**config.mk**
```make
export PLATFORM = sky130hd
export DESIGN_NAME = z80_sys_top
export DESIGN_NICKNAME = d
export VERILOG_FILES = /design/src/verilog/zbus_pkg.sv /design/src/verilog/uart_pkg.sv /design/src/verilog/uart_if.sv /design/src/verilog/sync_fifo.sv /design/src/verilog/esp_uart.sv /design/src/verilog/bus_ctrl.sv /design/src/verilog/z80_sys_top.sv
export VERILOG_INCLUDE_DIRS = /design/src /design/src/verilog
export SDC_FILE = /design/constraint.sdc
export NUM_CORES = 1
export LEC_CHECK = 0
export BUFFER_PORTS_ARGS = -buffer_cell sky130_fd_sc_hd__buf_2
export CORE_MARGIN = 8
export CORE_UTILIZATION = 63
export DETAILED_ROUTE_END_ITERATION = 7
export GPL_ROUTABILITY_DRIVEN = 0
export GPL_TIMING_DRIVEN = 0
export PLACE_DENSITY = 0.94
export SYNTH_ARGS = -nofsm -noshare
export SYNTH_HDL_FRONTEND = slang
export SYNTH_HIERARCHICAL = 1
export SYNTH_SLANG_ARGS = --single-unit
```
**constraint.sdc**
```tcl
create_clock -name sysclk -period 6.82 [get_ports sysclk]
set_clock_uncertainty 0.15 [all_clocks]
set_input_delay 1.364 -clock sysclk [delete_from_list [all_inputs] [get_ports sysclk]]
set_output_delay 1.364 -clock sysclk [all_outputs]
set_load 0.01 [all_outputs]
```
**src/verilog/sys_cfg.svh**
```systemverilog
`ifndef SYS_CFG_SVH
`define SYS_CFG_SVH

////////////////////////////////////////
// Queue depths
////////////////////////////////////////
`define TX_FIFO_DEPTH       4   // Also the number of transmit credits
`define RX_FIFO_DEPTH       8

////////////////////////////////////////
// Serial link timing
////////////////////////////////////////
`define UART_CLKS_PER_BIT   8

////////////////////////////////////////
// Bank registers after reset
////////////////////////////////////////
`define BANK0_RESET         8'hC0   // Read only, overlay on, page 0
`define BANK1_RESET         8'd33
`define BANK2_RESET         8'd34
`define BANK3_RESET         8'd19

`endif

```
**src/verilog/zbus_pkg.sv**
```systemverilog
`default_nettype none

package zbus_pkg;

    ////////////////////////////////////////
    // Memory banking
    ////////////////////////////////////////

    // One bank register, selected by ebus_a[15:14]
    typedef struct packed {
        logic       ro;         // Block writes to this window
        logic       overlay;    // System RAM at $3800-$3FFF
        logic [5:0] page;       // 16 KB physical page
    } bank_reg_t;

    ////////////////////////////////////////
    // I/O port map
    ////////////////////////////////////////
    typedef enum logic [7:0] {
        BANK0   = 8'hF0,
        BANK1   = 8'hF1,
        BANK2   = 8'hF2,
        BANK3   = 8'hF3,
        ESPCTRL = 8'hF4,    // Serial link status and control
        ESPDATA = 8'hF5,    // Serial link data
        KEYB    = 8'hFF     // Keyboard matrix, row select on ebus_a[15:8]
    } io_port_e;

endpackage

`default_nettype wire

```
**src/verilog/uart_pkg.sv**
```systemverilog
`default_nettype none

package uart_pkg;

    // Transmit queue entry
    typedef struct packed {
        logic       brk;    // Send a break instead of data
        logic [7:0] data;
    } tx_entry_t;

    // Receive queue entry
    typedef logic [7:0] rx_entry_t;

    ////////////////////////////////////////
    // Status byte at $F4
    ////////////////////////////////////////

    // Read side
    localparam int ST_RX_NOT_EMPTY = 0;
    localparam int ST_TX_BUSY      = 1;
    localparam int ST_BREAK        = 2;     // Sticky, write 1 to clear
    localparam int ST_FRAMING      = 3;     // Sticky, write 1 to clear
    localparam int ST_OVERFLOW     = 4;     // Sticky, write 1 to clear

    // Write side, bits 2 to 4 share the read positions
    localparam int ST_TX_BREAK_REQ = 7;

endpackage

`default_nettype wire

```
**src/verilog/uart_if.sv**
```systemverilog
`timescale 1ns/10ps
`default_nettype none

interface uart_if import uart_pkg::*; ();

    // Transmit path, host side holds the credits
    tx_entry_t tx_entry;
    logic      tx_push;
    logic      tx_credit;      // One pulse per entry leaving the queue

    // Receive path
    rx_entry_t rx_data;        // Head of the receive queue
    logic      rx_not_empty;
    logic      rx_pop;

    // Single cycle receive events
    logic      rx_overflow;
    logic      rx_framing;
    logic      rx_break;

    modport host (
        output tx_entry, tx_push, rx_pop,
        input  tx_credit, rx_data, rx_not_empty,
        input  rx_overflow, rx_framing, rx_break
    );

    modport dev (
        input  tx_entry, tx_push, rx_pop,
        output tx_credit, rx_data, rx_not_empty,
        output rx_overflow, rx_framing, rx_break
    );

endinterface

`default_nettype wire

```
**src/verilog/sync_fifo.sv**
```systemverilog
`timescale 1ns/10ps
`default_nettype none

module sync_fifo #(
    parameter type payload_t = logic [7:0],
    parameter int  DEPTH     = 4             // Power of two
) (
    input  wire                     sysclk,
    input  wire                     reset,
    input  wire                     wr_en,
    input  wire payload_t           wr_data,
    input  wire                     rd_en,
    output payload_t                rd_data,
    output logic                    empty,
    output logic                    full,
    output logic [$clog2(DEPTH):0]  free_count
);

    localparam int            AW         = $clog2(DEPTH);
    localparam logic [AW:0]   FULL_COUNT = (AW + 1)'(DEPTH);

    payload_t      mem [DEPTH];
    logic [AW-1:0] wr_ptr;
    logic [AW-1:0] rd_ptr;
    logic [AW:0]   count;
    logic          do_wr;
    logic          do_rd;

    assign do_wr      = wr_en && !full;     // Writes into a full queue are ignored
    assign do_rd      = rd_en && !empty;
    assign empty      = count == '0;
    assign full       = count == FULL_COUNT;
    assign free_count = FULL_COUNT - count;
    assign rd_data    = mem[rd_ptr];        // Show-ahead head entry

    always_ff @(posedge sysclk) begin
        if (do_wr)
            mem[wr_ptr] <= wr_data;
    end

    // Pointers wrap naturally at a power of two depth
    always_ff @(posedge sysclk or posedge reset) begin
        if (reset) begin
            wr_ptr <= '0;
            rd_ptr <= '0;
            count  <= '0;
        end else begin
            if (do_wr)
                wr_ptr <= wr_ptr + 1'b1;
            if (do_rd)
                rd_ptr <= rd_ptr + 1'b1;
            case ({do_wr, do_rd})
                2'b10:   count <= count + 1'b1;
                2'b01:   count <= count - 1'b1;
                default: ;
            endcase
        end
    end

endmodule

`default_nettype wire

```
**src/verilog/esp_uart.sv**
```systemverilog
`timescale 1ns/10ps
`include "sys_cfg.svh"
`default_nettype none

module esp_uart import uart_pkg::*; (
    input  wire  sysclk,
    input  wire  reset,
    input  wire  esp_rx,
    input  wire  esp_cts,
    output logic esp_tx,
    output logic esp_rts,
    uart_if.dev  uart
);

    localparam int            BW        = $clog2(`UART_CLKS_PER_BIT);
    localparam logic [BW-1:0] BAUD_MAX  = BW'(`UART_CLKS_PER_BIT - 1);
    localparam logic [BW-1:0] BAUD_HALF = BW'(`UART_CLKS_PER_BIT / 2 - 1);

    // Transmit side
    tx_entry_t     tx_head;
    logic          tx_empty;
    logic          tx_start;
    logic [1:0]    cts_sync;
    logic [10:0]   tx_shift;
    logic [3:0]    tx_bits;
    logic [BW-1:0] tx_baud;

    // Receive side
    logic [2:0]    rx_sync;
    logic          rx_active;
    logic          rx_done;
    logic [3:0]    rx_cnt;
    logic [BW-1:0] rx_baud;
    logic [9:0]    rx_shift;
    logic          frame_good;
    logic          rx_push;
    logic          rx_full;
    logic          rx_empty;
    logic [$clog2(`RX_FIFO_DEPTH):0] rx_free;

    ////////////////////////////////////////
    // Transmitter
    ////////////////////////////////////////
    sync_fifo #(
        .payload_t (tx_entry_t),
        .DEPTH     (`TX_FIFO_DEPTH)
    ) tx_fifo_i (
        .sysclk     (sysclk),
        .reset      (reset),
        .wr_en      (uart.tx_push),
        .wr_data    (uart.tx_entry),
        .rd_en      (tx_start),
        .rd_data    (tx_head),
        .empty      (tx_empty),
        .full       (),
        .free_count ()
    );

    // CTS only gates the start of a new frame
    assign tx_start       = tx_bits == 4'd0 && !tx_empty && !cts_sync[1];
    assign uart.tx_credit = tx_start;
    assign esp_tx         = tx_shift[0];

    always_ff @(posedge sysclk or posedge reset) begin
        if (reset) begin
            cts_sync <= 2'b11;
            tx_shift <= '1;
            tx_bits  <= '0;
            tx_baud  <= '0;
        end else begin
            cts_sync <= {cts_sync[0], esp_cts};
            if (tx_bits == 4'd0) begin
                if (tx_start) begin
                    // Break is ten low bits plus one idle bit
                    tx_shift <= tx_head.brk ? 11'b100_0000_0000 : {2'b11, tx_head.data, 1'b0};
                    tx_bits  <= tx_head.brk ? 4'd11 : 4'd10;
                    tx_baud  <= BAUD_MAX;
                end
            end else if (tx_baud == '0) begin
                tx_shift <= {1'b1, tx_shift[10:1]};     // LSB first
                tx_bits  <= tx_bits - 1'b1;
                tx_baud  <= BAUD_MAX;
            end else begin
                tx_baud <= tx_baud - 1'b1;
            end
        end
    end

    ////////////////////////////////////////
    // Receiver
    ////////////////////////////////////////
    always_ff @(posedge sysclk or posedge reset) begin
        if (reset) begin
            rx_sync   <= '1;
            rx_active <= 1'b0;
            rx_done   <= 1'b0;
            rx_cnt    <= '0;
            rx_baud   <= '0;
        end else begin
            rx_sync <= {rx_sync[1:0], esp_rx};
            rx_done <= 1'b0;
            if (!rx_active) begin
                // Falling edge only, a held low line does not retrigger
                if (rx_sync[2] && !rx_sync[1]) begin
                    rx_active <= 1'b1;
                    rx_cnt    <= '0;
                    rx_baud   <= BAUD_HALF;
                end
            end else if (rx_baud != '0) begin
                rx_baud <= rx_baud - 1'b1;
            end else begin
                rx_baud <= BAUD_MAX;
                rx_cnt  <= rx_cnt + 1'b1;
                if (rx_cnt == 4'd0 && rx_sync[1])
                    rx_active <= 1'b0;          // Glitch, not a start bit
                if (rx_cnt == 4'd9) begin
                    rx_active <= 1'b0;
                    rx_done   <= 1'b1;          // Stop bit sampled
                end
            end
        end
    end

    // Mid-bit samples, start bit ends up in bit 0 and stop bit in bit 9
    always_ff @(posedge sysclk) begin
        if (rx_active && rx_baud == '0)
            rx_shift <= {rx_sync[1], rx_shift[9:1]};
    end

    assign frame_good       = rx_done && rx_shift[9];
    assign rx_push          = frame_good && !rx_full;
    assign uart.rx_overflow = frame_good && rx_full;
    assign uart.rx_break    = rx_done && !rx_shift[9] && rx_shift[8:1] == 8'h00;
    assign uart.rx_framing  = rx_done && !rx_shift[9] && rx_shift[8:1] != 8'h00;

    sync_fifo #(
        .payload_t (rx_entry_t),
        .DEPTH     (`RX_FIFO_DEPTH)
    ) rx_fifo_i (
        .sysclk     (sysclk),
        .reset      (reset),
        .wr_en      (rx_push),
        .wr_data    (rx_shift[8:1]),
        .rd_en      (uart.rx_pop),
        .rd_data    (uart.rx_data),
        .empty      (rx_empty),
        .full       (rx_full),
        .free_count (rx_free)
    );

    assign uart.rx_not_empty = !rx_empty;

    // Ask the ESP32 to pause when nearly full
    always_ff @(posedge sysclk or posedge reset) begin
        if (reset)
            esp_rts <= 1'b0;
        else
            esp_rts <= rx_free < 2;
    end

endmodule

`default_nettype wire

```
**src/verilog/bus_ctrl.sv**
```systemverilog
`timescale 1ns/10ps
`include "sys_cfg.svh"
`default_nettype none

module bus_ctrl import zbus_pkg::*, uart_pkg::*; (
    input  wire         sysclk,
    input  wire         reset,
    input  wire  [15:0] ebus_a,
    input  wire   [7:0] ebus_d_in,
    input  wire         ebus_rd_n,
    input  wire         ebus_wr_n,
    input  wire         ebus_mreq_n,
    input  wire         ebus_iorq_n,
    input  wire  [63:0] keys,
    output logic  [7:0] ebus_d_out,
    output logic        ebus_d_oe,
    output logic  [4:0] ebus_ba,
    output logic        ebus_rom_ce_n,
    output logic        ebus_ram_ce_n,
    uart_if.host        uart
);

    localparam int CW = $clog2(`TX_FIFO_DEPTH) + 1;

    bank_reg_t  bank_r [4];
    bank_reg_t  cur_bank;
    logic [2:0] wr_n_r;
    logic [2:0] rd_n_r;
    logic [7:0] wrdata;
    logic [7:0] wr_port;
    logic       wr_io;
    logic       rd_espdata;
    logic       bus_write;
    logic       bus_read;
    logic       io_wr;

    logic       sel_io;
    logic       sel_sysram;
    logic       allow_mem;
    logic [7:0] keyb;
    logic [7:0] status_byte;
    logic [7:0] rd_mux;

    logic [CW-1:0] credit_cnt;
    logic          tx_busy;
    logic          tx_req;
    logic          flag_break;
    logic          flag_framing;
    logic          flag_overflow;

    ////////////////////////////////////////
    // Strobe synchronizer
    ////////////////////////////////////////

    // Data and port of the cycle, held until the strobe is seen high
    always_ff @(posedge sysclk) begin
        if (!ebus_wr_n) begin
            wrdata  <= ebus_d_in;
            wr_port <= ebus_a[7:0];
        end
    end

    always_ff @(posedge sysclk or posedge reset) begin
        if (reset) begin
            wr_n_r     <= '1;
            rd_n_r     <= '1;
            wr_io      <= 1'b0;
            rd_espdata <= 1'b0;
        end else begin
            wr_n_r <= {wr_n_r[1:0], ebus_wr_n};
            rd_n_r <= {rd_n_r[1:0], ebus_rd_n};
            if (!ebus_wr_n)
                wr_io <= !ebus_iorq_n;
            if (!ebus_rd_n)
                rd_espdata <= !ebus_iorq_n && ebus_a[7:0] == ESPDATA;
        end
    end

    // Rising strobe, acts on the third edge
    assign bus_write = wr_n_r[1] && !wr_n_r[2];
    assign bus_read  = rd_n_r[1] && !rd_n_r[2];
    assign io_wr     = bus_write && wr_io;

    ////////////////////////////////////////
    // Memory decoder
    ////////////////////////////////////////
    assign cur_bank   = bank_r[ebus_a[15:14]];
    assign sel_sysram = !ebus_mreq_n && cur_bank.overlay && ebus_a[15:11] == 5'b00111;
    assign allow_mem  = !ebus_mreq_n && !sel_sysram && (ebus_wr_n || !cur_bank.ro);

    assign ebus_rom_ce_n = !(allow_mem && cur_bank.page[5:4] == 2'b00);    // Pages 0-15
    assign ebus_ram_ce_n = !(sel_sysram || (allow_mem && cur_bank.page[5])); // Pages 32-63
    assign ebus_ba       = sel_sysram ? 5'd0 : cur_bank.page[4:0];

    always_ff @(posedge sysclk or posedge reset) begin
        if (reset) begin
            bank_r[0] <= `BANK0_RESET;
            bank_r[1] <= `BANK1_RESET;
            bank_r[2] <= `BANK2_RESET;
            bank_r[3] <= `BANK3_RESET;
        end else if (io_wr && wr_port inside {BANK0, BANK1, BANK2, BANK3}) begin
            bank_r[wr_port[1:0]] <= wrdata;
        end
    end

    ////////////////////////////////////////
    // I/O read path
    ////////////////////////////////////////

    // Rows with a low address bit are ANDed together
    always_comb begin
        keyb = 8'hFF;
        for (int row = 0; row < 8; row++) begin
            if (!ebus_a[8 + row])
                keyb = keyb & keys[8 * row +: 8];
        end
    end

    always_comb begin
        status_byte                  = 8'h00;
        status_byte[ST_RX_NOT_EMPTY] = uart.rx_not_empty;
        status_byte[ST_TX_BUSY]      = tx_busy;
        status_byte[ST_BREAK]        = flag_break;
        status_byte[ST_FRAMING]      = flag_framing;
        status_byte[ST_OVERFLOW]     = flag_overflow;
    end

    always_comb begin
        rd_mux = 8'h00;
        case (ebus_a[7:0])
            BANK0:   rd_mux = bank_r[0];
            BANK1:   rd_mux = bank_r[1];
            BANK2:   rd_mux = bank_r[2];
            BANK3:   rd_mux = bank_r[3];
            ESPCTRL: rd_mux = status_byte;
            ESPDATA: rd_mux = uart.rx_data;
            KEYB:    rd_mux = keyb;
            default: ;
        endcase
    end

    assign sel_io     = !ebus_iorq_n &&
                        ebus_a[7:0] inside {BANK0, BANK1, BANK2, BANK3, ESPCTRL, ESPDATA, KEYB};
    assign ebus_d_oe  = !ebus_rd_n && sel_io;
    assign ebus_d_out = rd_mux;

    assign uart.rx_pop = bus_read && rd_espdata && uart.rx_not_empty;

    ////////////////////////////////////////
    // Serial link control
    ////////////////////////////////////////
    assign tx_busy = credit_cnt == '0;
    assign tx_req  = io_wr && (wr_port == ESPDATA ||
                               (wr_port == ESPCTRL && wrdata[ST_TX_BREAK_REQ]));

    // Requests without a credit are dropped
    assign uart.tx_push  = tx_req && !tx_busy;
    assign uart.tx_entry = '{brk: wr_port == ESPCTRL, data: wrdata};

    always_ff @(posedge sysclk or posedge reset) begin
        if (reset) begin
            credit_cnt    <= CW'(`TX_FIFO_DEPTH);
            flag_break    <= 1'b0;
            flag_framing  <= 1'b0;
            flag_overflow <= 1'b0;
        end else begin
            case ({uart.tx_push, uart.tx_credit})
                2'b10:   credit_cnt <= credit_cnt - 1'b1;
                2'b01:   credit_cnt <= credit_cnt + 1'b1;
                default: ;
            endcase

            // Write 1 to clear, a new event wins
            if (io_wr && wr_port == ESPCTRL) begin
                if (wrdata[ST_BREAK])
                    flag_break <= 1'b0;
                if (wrdata[ST_FRAMING])
                    flag_framing <= 1'b0;
                if (wrdata[ST_OVERFLOW])
                    flag_overflow <= 1'b0;
            end
            if (uart.rx_break)
                flag_break <= 1'b1;
            if (uart.rx_framing)
                flag_framing <= 1'b1;
            if (uart.rx_overflow)
                flag_overflow <= 1'b1;
        end
    end

endmodule

`default_nettype wire

```
**src/verilog/z80_sys_top.sv**
```systemverilog
`timescale 1ns/10ps
`default_nettype none

module z80_sys_top (
    input  wire         sysclk,
    input  wire         reset,

    // Z80 bus, tristates split into in, out and enable
    input  wire  [15:0] ebus_a,
    input  wire   [7:0] ebus_d_in,
    output logic  [7:0] ebus_d_out,
    output logic        ebus_d_oe,
    input  wire         ebus_rd_n,
    input  wire         ebus_wr_n,
    input  wire         ebus_mreq_n,
    input  wire         ebus_iorq_n,
    output logic  [4:0] ebus_ba,
    output logic        ebus_rom_ce_n,
    output logic        ebus_ram_ce_n,

    // Keyboard matrix, 8 rows of 8
    input  wire  [63:0] keys,

    // ESP32 serial link
    output logic        esp_tx,
    input  wire         esp_rx,
    output logic        esp_rts,
    input  wire         esp_cts
);

    uart_if uart_i ();

    bus_ctrl bus_ctrl_i (
        .sysclk        (sysclk),
        .reset         (reset),
        .ebus_a        (ebus_a),
        .ebus_d_in     (ebus_d_in),
        .ebus_rd_n     (ebus_rd_n),
        .ebus_wr_n     (ebus_wr_n),
        .ebus_mreq_n   (ebus_mreq_n),
        .ebus_iorq_n   (ebus_iorq_n),
        .keys          (keys),
        .ebus_d_out    (ebus_d_out),
        .ebus_d_oe     (ebus_d_oe),
        .ebus_ba       (ebus_ba),
        .ebus_rom_ce_n (ebus_rom_ce_n),
        .ebus_ram_ce_n (ebus_ram_ce_n),
        .uart          (uart_i.host)
    );

    esp_uart esp_uart_i (
        .sysclk  (sysclk),
        .reset   (reset),
        .esp_rx  (esp_rx),
        .esp_cts (esp_cts),
        .esp_tx  (esp_tx),
        .esp_rts (esp_rts),
        .uart    (uart_i.dev)
    );

endmodule

`default_nettype wire

```
==> reports/qor.txt, run 1 <==
Final WL - 25,300 um
Initial antenna violation count - 1
Critical Path Stages - 7
Share of cells above drive strength 1 - 0.329
Number of routed nets with antenna violations - 0
Wire per inst - 24.4 um
Endpoint class of the critical path - primary output
CP startpoint - ebus_a[15]
Maximum fanout along the worst path - 10
Vias in the first global route - 6,775
CP Data Arrival Time - 3.46 ns
CP cell instances - clkbuf_1 > clkbuf_1 > o22ai_1 > nor4_1 > a32oi_1 > o31ai_1 > buf_2
Synth warn - 6
DP Cell Count - 995
Clock buffer depth - 3
Final period utilization - 0.729
Sw Ratio - 0.217
Psw - 662 uW
Area Overhead vs Synth - 16.4%
Die Footprint - 0.0203 mm^2
Non-filler cells, final - 1,037
Hold WS - 0.206 ns
Unrepaired setup endpoints after global routing - no
CTS Sinks - 220
RR Startpoint - esp_uart_i/rx_fifo_i/count[0]$_DFFE_PP0P_
Final hold viol count - 0
Worst path most repeated cell - clkbuf_1
Port bufs - 105
Pin count of the biggest net entering global routing - 46
Row count - 46
Starting Density - 0.638
Most common cell after layout, fill and taps aside - edfxtp_1
CP max-delay cell - clkbuf_1
Worst hold path type - reg -> reg
Initial DRC count - 765
Fmax - 0.201 GHz
Hpwl dp - 16,100 um
Max-slew violations - 0
TritonCTS clock tree - yes
Clock transition at the registers of the reported paths - 0.06 ns
Die H - 142 um
Mapped cell area - 0.0101 mm^2
Syn Inst Count - 673
Leak - 0.00477 uW
Net count, final - 926
Core ar. - 0.0158 mm^2
Vias - 6,705
Worst path max stage delay - 0.58 ns
Worst IR Drop VDD - 0.000211 V
Slack of the critical path - 1.85 ns
Vias per cell - 6.47
Setup bufs post-CTS - 0
Global-route usage over all layers - 0.240
Crit path required time - 5.31 ns
First-pass GRT wire length - 37,200 um
Max-cap violations - 0
Slew @ Worst Pin - 1.16 ns
Slew headroom - 0.222
Post-Syn Nets - 795
H-Tree Depth - 1
Die boundary width - 142 um
Setup TNS - 0 ns
FF-to-FF setup slack - 3.28 ns
Fillers - 927
Clock period minus worst slack - 4.97 ns
CTS Hold Bufs - 0
Placement Setup Slack - 2.02 ns
DR DRC count - 0
Startpoint types - input pin
Hold Crit Start - esp_uart_i/rx_sync[0]$_DFF_PP1_
Critical path's top delay family - buffers and inverters
Sequential Power Share - 0.502
Post-CTS sizing - 0
DR pass1 iterations - 5
Crit path to - ebus_d_out[4]
Buf/Inv on CP - 3
FF-to-FF path depth - 13
Combinational group share of total power - 0.060
TritonCTS Buffers - 22
Pwr/cell area - 261 mW/mm^2
Final setup fails - 0
Critical path class - in -> out
I/O pin count - 114
Reg2reg end - esp_uart_i/rx_fifo_i/count[3]$_DFFE_PP0P_
Int Pwr - 2390 uW
Mapped Avg Cell Area - 15.0 um^2
Overflow after GRT - 0
Root Driver - clkbuf_16
Status - completed
Most frequent cells in the layout - 125 x edfxtp_1, 114 x buf_2, 64 x dfrtp_1, 50 x mux2_2
Clock power frac - 0.438
Latest clock arrival within the worst-skew pair - 0.50 ns
registers in the layout, indices dropped and copies added (netlist names), 4 cells and up:
register                    cells
bus_ctrl_i/wr_port              8
bus_ctrl_i/wrdata               8
bus_ctrl_i/bank_r              32
esp_uart_i/rx_shift             9
esp_uart_i/tx_fifo_i/mem       36
esp_uart_i/rx_fifo_i/count      4
esp_uart_i/rx_fifo_i/mem       64
esp_uart_i/rx_cnt               4
esp_uart_i/tx_shift            10
esp_uart_i/tx_bits              4
worst min-delay path by stage:
stage | endpoint | slack [ns] | cells past startpoint
3_3_place_gp | bus_ctrl_i/rd_n_r[1]$_DFF_PP1_ | 0.20 | 0
4_1_cts | esp_uart_i/rx_sync[1]$_DFF_PP1_ | 0.21 | 0
6_report | esp_uart_i/rx_sync[1]$_DFF_PP1_ | 0.21 | 0
2_1_floorplan | bus_ctrl_i/rd_n_r[1]$_DFF_PP1_ | 0.20 | 0
3_5_place_dp | esp_uart_i/rx_sync[1]$_DFF_PP1_ | 0.20 | 0
5_1_grt | bus_ctrl_i/wr_n_r[1]$_DFF_PP1_ | 0.21 | 0
power groups by stage:
stage                     clock (uW)  sequential (uW)  combinational (uW)
after floorplan                    0             1530                 111
after global placement             0             1550                 163
after detailed placement           0             1560                 174
after CTS                       1350             1530                 180
after global routing            1410             1540                 200
final                           1340             1530                 183
per-layer routing:
layer	global-route usage	wire length (um)	vias up
met3	0.0577	1940	115
met4	0.106	1140	0
met2	0.411	13200	388
met1	0.285	9020	3333
li1	-	-	2869
met5	0	0	-
through the flow:
| step | cell area, um^2 | total power, uW | utilization |
|---|---|---|---|
| floorplan | 10100 | 1640 | - |
| global placement | 10900 | 1710 | 0.689 |
| detailed placement | 10900 | 1730 | 0.690 |
| CTS | 11700 | 3060 | 0.741 |
| global route | 11700 | 3150 | 0.743 |
| finish | 11700 | 3060 | 0.743 |
cell type report:
type                    count  area, um^2  area share
diodes                      1        2.50    0.000213
multi-input cells         390        3600       0.308
plain buffers              29         165      0.0141
well taps                 216         270      0.0231
inverters                  34         128      0.0109
flip-flops and latches    220        6170       0.526
clock buffers              24         579      0.0494
repair buffers            107         573      0.0489
clock inverters            16         230      0.0196
Note: power is estimated with default switching activity, not from simulation.
==> run 2: changes to the inputs <==
- ABC_AREA: not set -> 1
- CORE_UTILIZATION: 63 -> 54
- PLACE_DENSITY: 0.94 -> 0.86
- clock period: 6.82 -> 4.05 ns (I/O delays scaled with it)
==> run 2 against run 1 <==
- sequential power grew 70%
- global-route usage shrank 3.0 points
- non-clock buffer count grew 9
- sequential share of layout area shrank 4.2 points
- critical endpoint is now ebus_d_out[5]
- largest power group unchanged
==> reports/qor.txt, run 2 <==
Fillers - 1,602
Die H - 159 um
Biggest regs - esp_uart_i/rx_fifo_i/mem x64, esp_uart_i/tx_fifo_i/mem x36, bus_ctrl_i/bank_r x32
Status - completed
Setup bufs post-CTS - 0
I/O pin count - 114
Largest register FFs - 64
Initial antenna violation count - 3
Endpoint class of the critical path - primary output
Initial DRC count - 743
Number of routed nets with antenna violations - 0
Final setup fails - 0
First-pass GRT wire length - 44,000 um
Leak - 0.00616 uW
Vias - 8,890
Vias in the first global route - 9,022
CTS Sinks - 220
Die boundary width - 159 um
Slew @ Worst Pin - 0.841 ns
TritonCTS clock tree - yes
Max-cap violations - 0
Startpoint types - input pin
CP Data Arrival Time - 2.30 ns
Share of cells above drive strength 1 - 0.178
Port bufs - 112
Area of the multi-input gates - 0.00392 mm^2
Clock buffer depth - 3
Mapped Avg Cell Area - 8.68 um^2
Clock period minus worst slack - 3.26 ns
DR DRC count - 0
Overflow after GRT - 0
Setup TNS - 0 ns
Latest clock arrival within the worst-skew pair - 0.50 ns
Crit path required time - 3.09 ns
Most frequent cells in the layout - 415 x nand2_1, 190 x inv_1, 158 x nor2_1, 128 x buf_2, 125 x edfxtp_1
Net count, final - 1,537
Clock transition at the registers of the reported paths - 0.06 ns
Row count - 52
Hpwl dp - 19,800 um
Fmax - 0.307 GHz
Synth warn - 6
Reg area - 0.00617 mm^2
Final hold viol count - 0
Unrepaired setup endpoints after global routing - no
CTS Hold Bufs - 0
Slew headroom - 0.437
Worst hold path type - in -> async
Mapped cell area - 0.0111 mm^2
Final WL - 27,100 um
Post-Syn Nets - 1,398
Placement Setup Slack - 0.863 ns
WL met1 - 10,500 um
Die Footprint - 0.0254 mm^2
Worst IR Drop VDD - 0.000318 V
Metal2 WL - 13,900 um
Core ar. - 0.0202 mm^2
Max-slew violations - 0
Hold WS - 0.155 ns
Post-CTS sizing - 0
Global-route usage over all layers - 0.211
Area Overhead vs Synth - 14.9%
Starting Density - 0.549
Final period utilization - 0.805
Biggest register - esp_uart_i/rx_fifo_i/mem
Root Driver - clkbuf_16
Pin count of the biggest net entering global routing - 34
Maximum fanout along the worst path - 7
Syn Inst Count - 1,276
TritonCTS Buffers - 23
Most common cell after layout, fill and taps aside - nand2_1
Critical path class - in -> out
Pwr/cell area - 386 mW/mm^2
Vias per cell - 5.21
DR pass1 iterations - 6
Top Layer Used - met4
Final Power - 4910 uW
Met3 WL - 1700 um
Wire per inst - 15.9 um
Slack of the critical path - 0.789 ns
H-Tree Depth - 1
run 2: per-layer routing:
metal | vias to the layer above | track usage
li1 | 4302 | -
met1 | 4166 | 0.241
met2 | 349 | 0.385
met3 | 73 | 0.0308
met4 | 0 | 0.0913
met5 | - | 0
run 2: area by class of cell:
class	count	share of cell area
Clock inverter	11	0.00491
Inverter	202	0.0596
Sequential cell	220	0.485
Timing Repair Buffer	114	0.0478
Multi-Input combinational cell	823	0.308
Clock buffer	30	0.0497
Antenna cell	4	0.000786
Tap cell	270	0.0265
Buffer	31	0.0184
run 2: final timing paths:
path / startpoint / to / slack, ns / cells past startpoint
setup / recovery: ebus_a[5] / ebus_d_out[5] / 0.79 / 10
hold / removal: reset / esp_uart_i/tx_fifo_i/wr_ptr[0]$_DFFE_PP0P_ / 0.15 / 2
setup reg to reg: esp_uart_i/rx_fifo_i/count[0]$_DFFE_PP0P_ / esp_uart_i/rx_fifo_i/count[3]$_DFFE_PP0P_ / 1.12 / 16
hold reg to reg: bus_ctrl_i/rd_n_r[0]$_DFF_PP1_ / bus_ctrl_i/rd_n_r[1]$_DFF_PP1_ / 0.21 / 0
max in group asynchronous: reset / esp_uart_i/tx_shift[9]$_DFFE_PP1P_ / 2.98 / 3
min in group sysclk: bus_ctrl_i/rd_n_r[0]$_DFF_PP1_ / bus_ctrl_i/rd_n_r[1]$_DFF_PP1_ / 0.21 / 0
run 2: report_power, final:
part / switching (uW) / internal [uW]
sequential: 101 / 2500
combinational: 231 / 131
clock: 842 / 1100
run 2: critical path, stage by stage:
cell	delay, ns
buf_2	0.10
nand2_1	0.08
nor2_4	0.22
nand2_1	0.15
nor2_1	0.47
nand2_1	0.11
nand2_1	0.09
inv_1	0.04
nand3_1	0.08
buf_2	0.14
run 2: through the flow:
| stage | instances | utilization | area [um^2] |
|---|---|---|---|
| after detailed placement | 1659 | 0.595 | 12000 |
| after global routing | 1705 | 0.631 | 12700 |
| after CTS | 1700 | 0.629 | 12700 |
| after global placement | 1658 | 0.594 | 12000 |
| after floorplan | 1276 | - | 11100 |
| final | 1705 | 0.631 | 12700 |
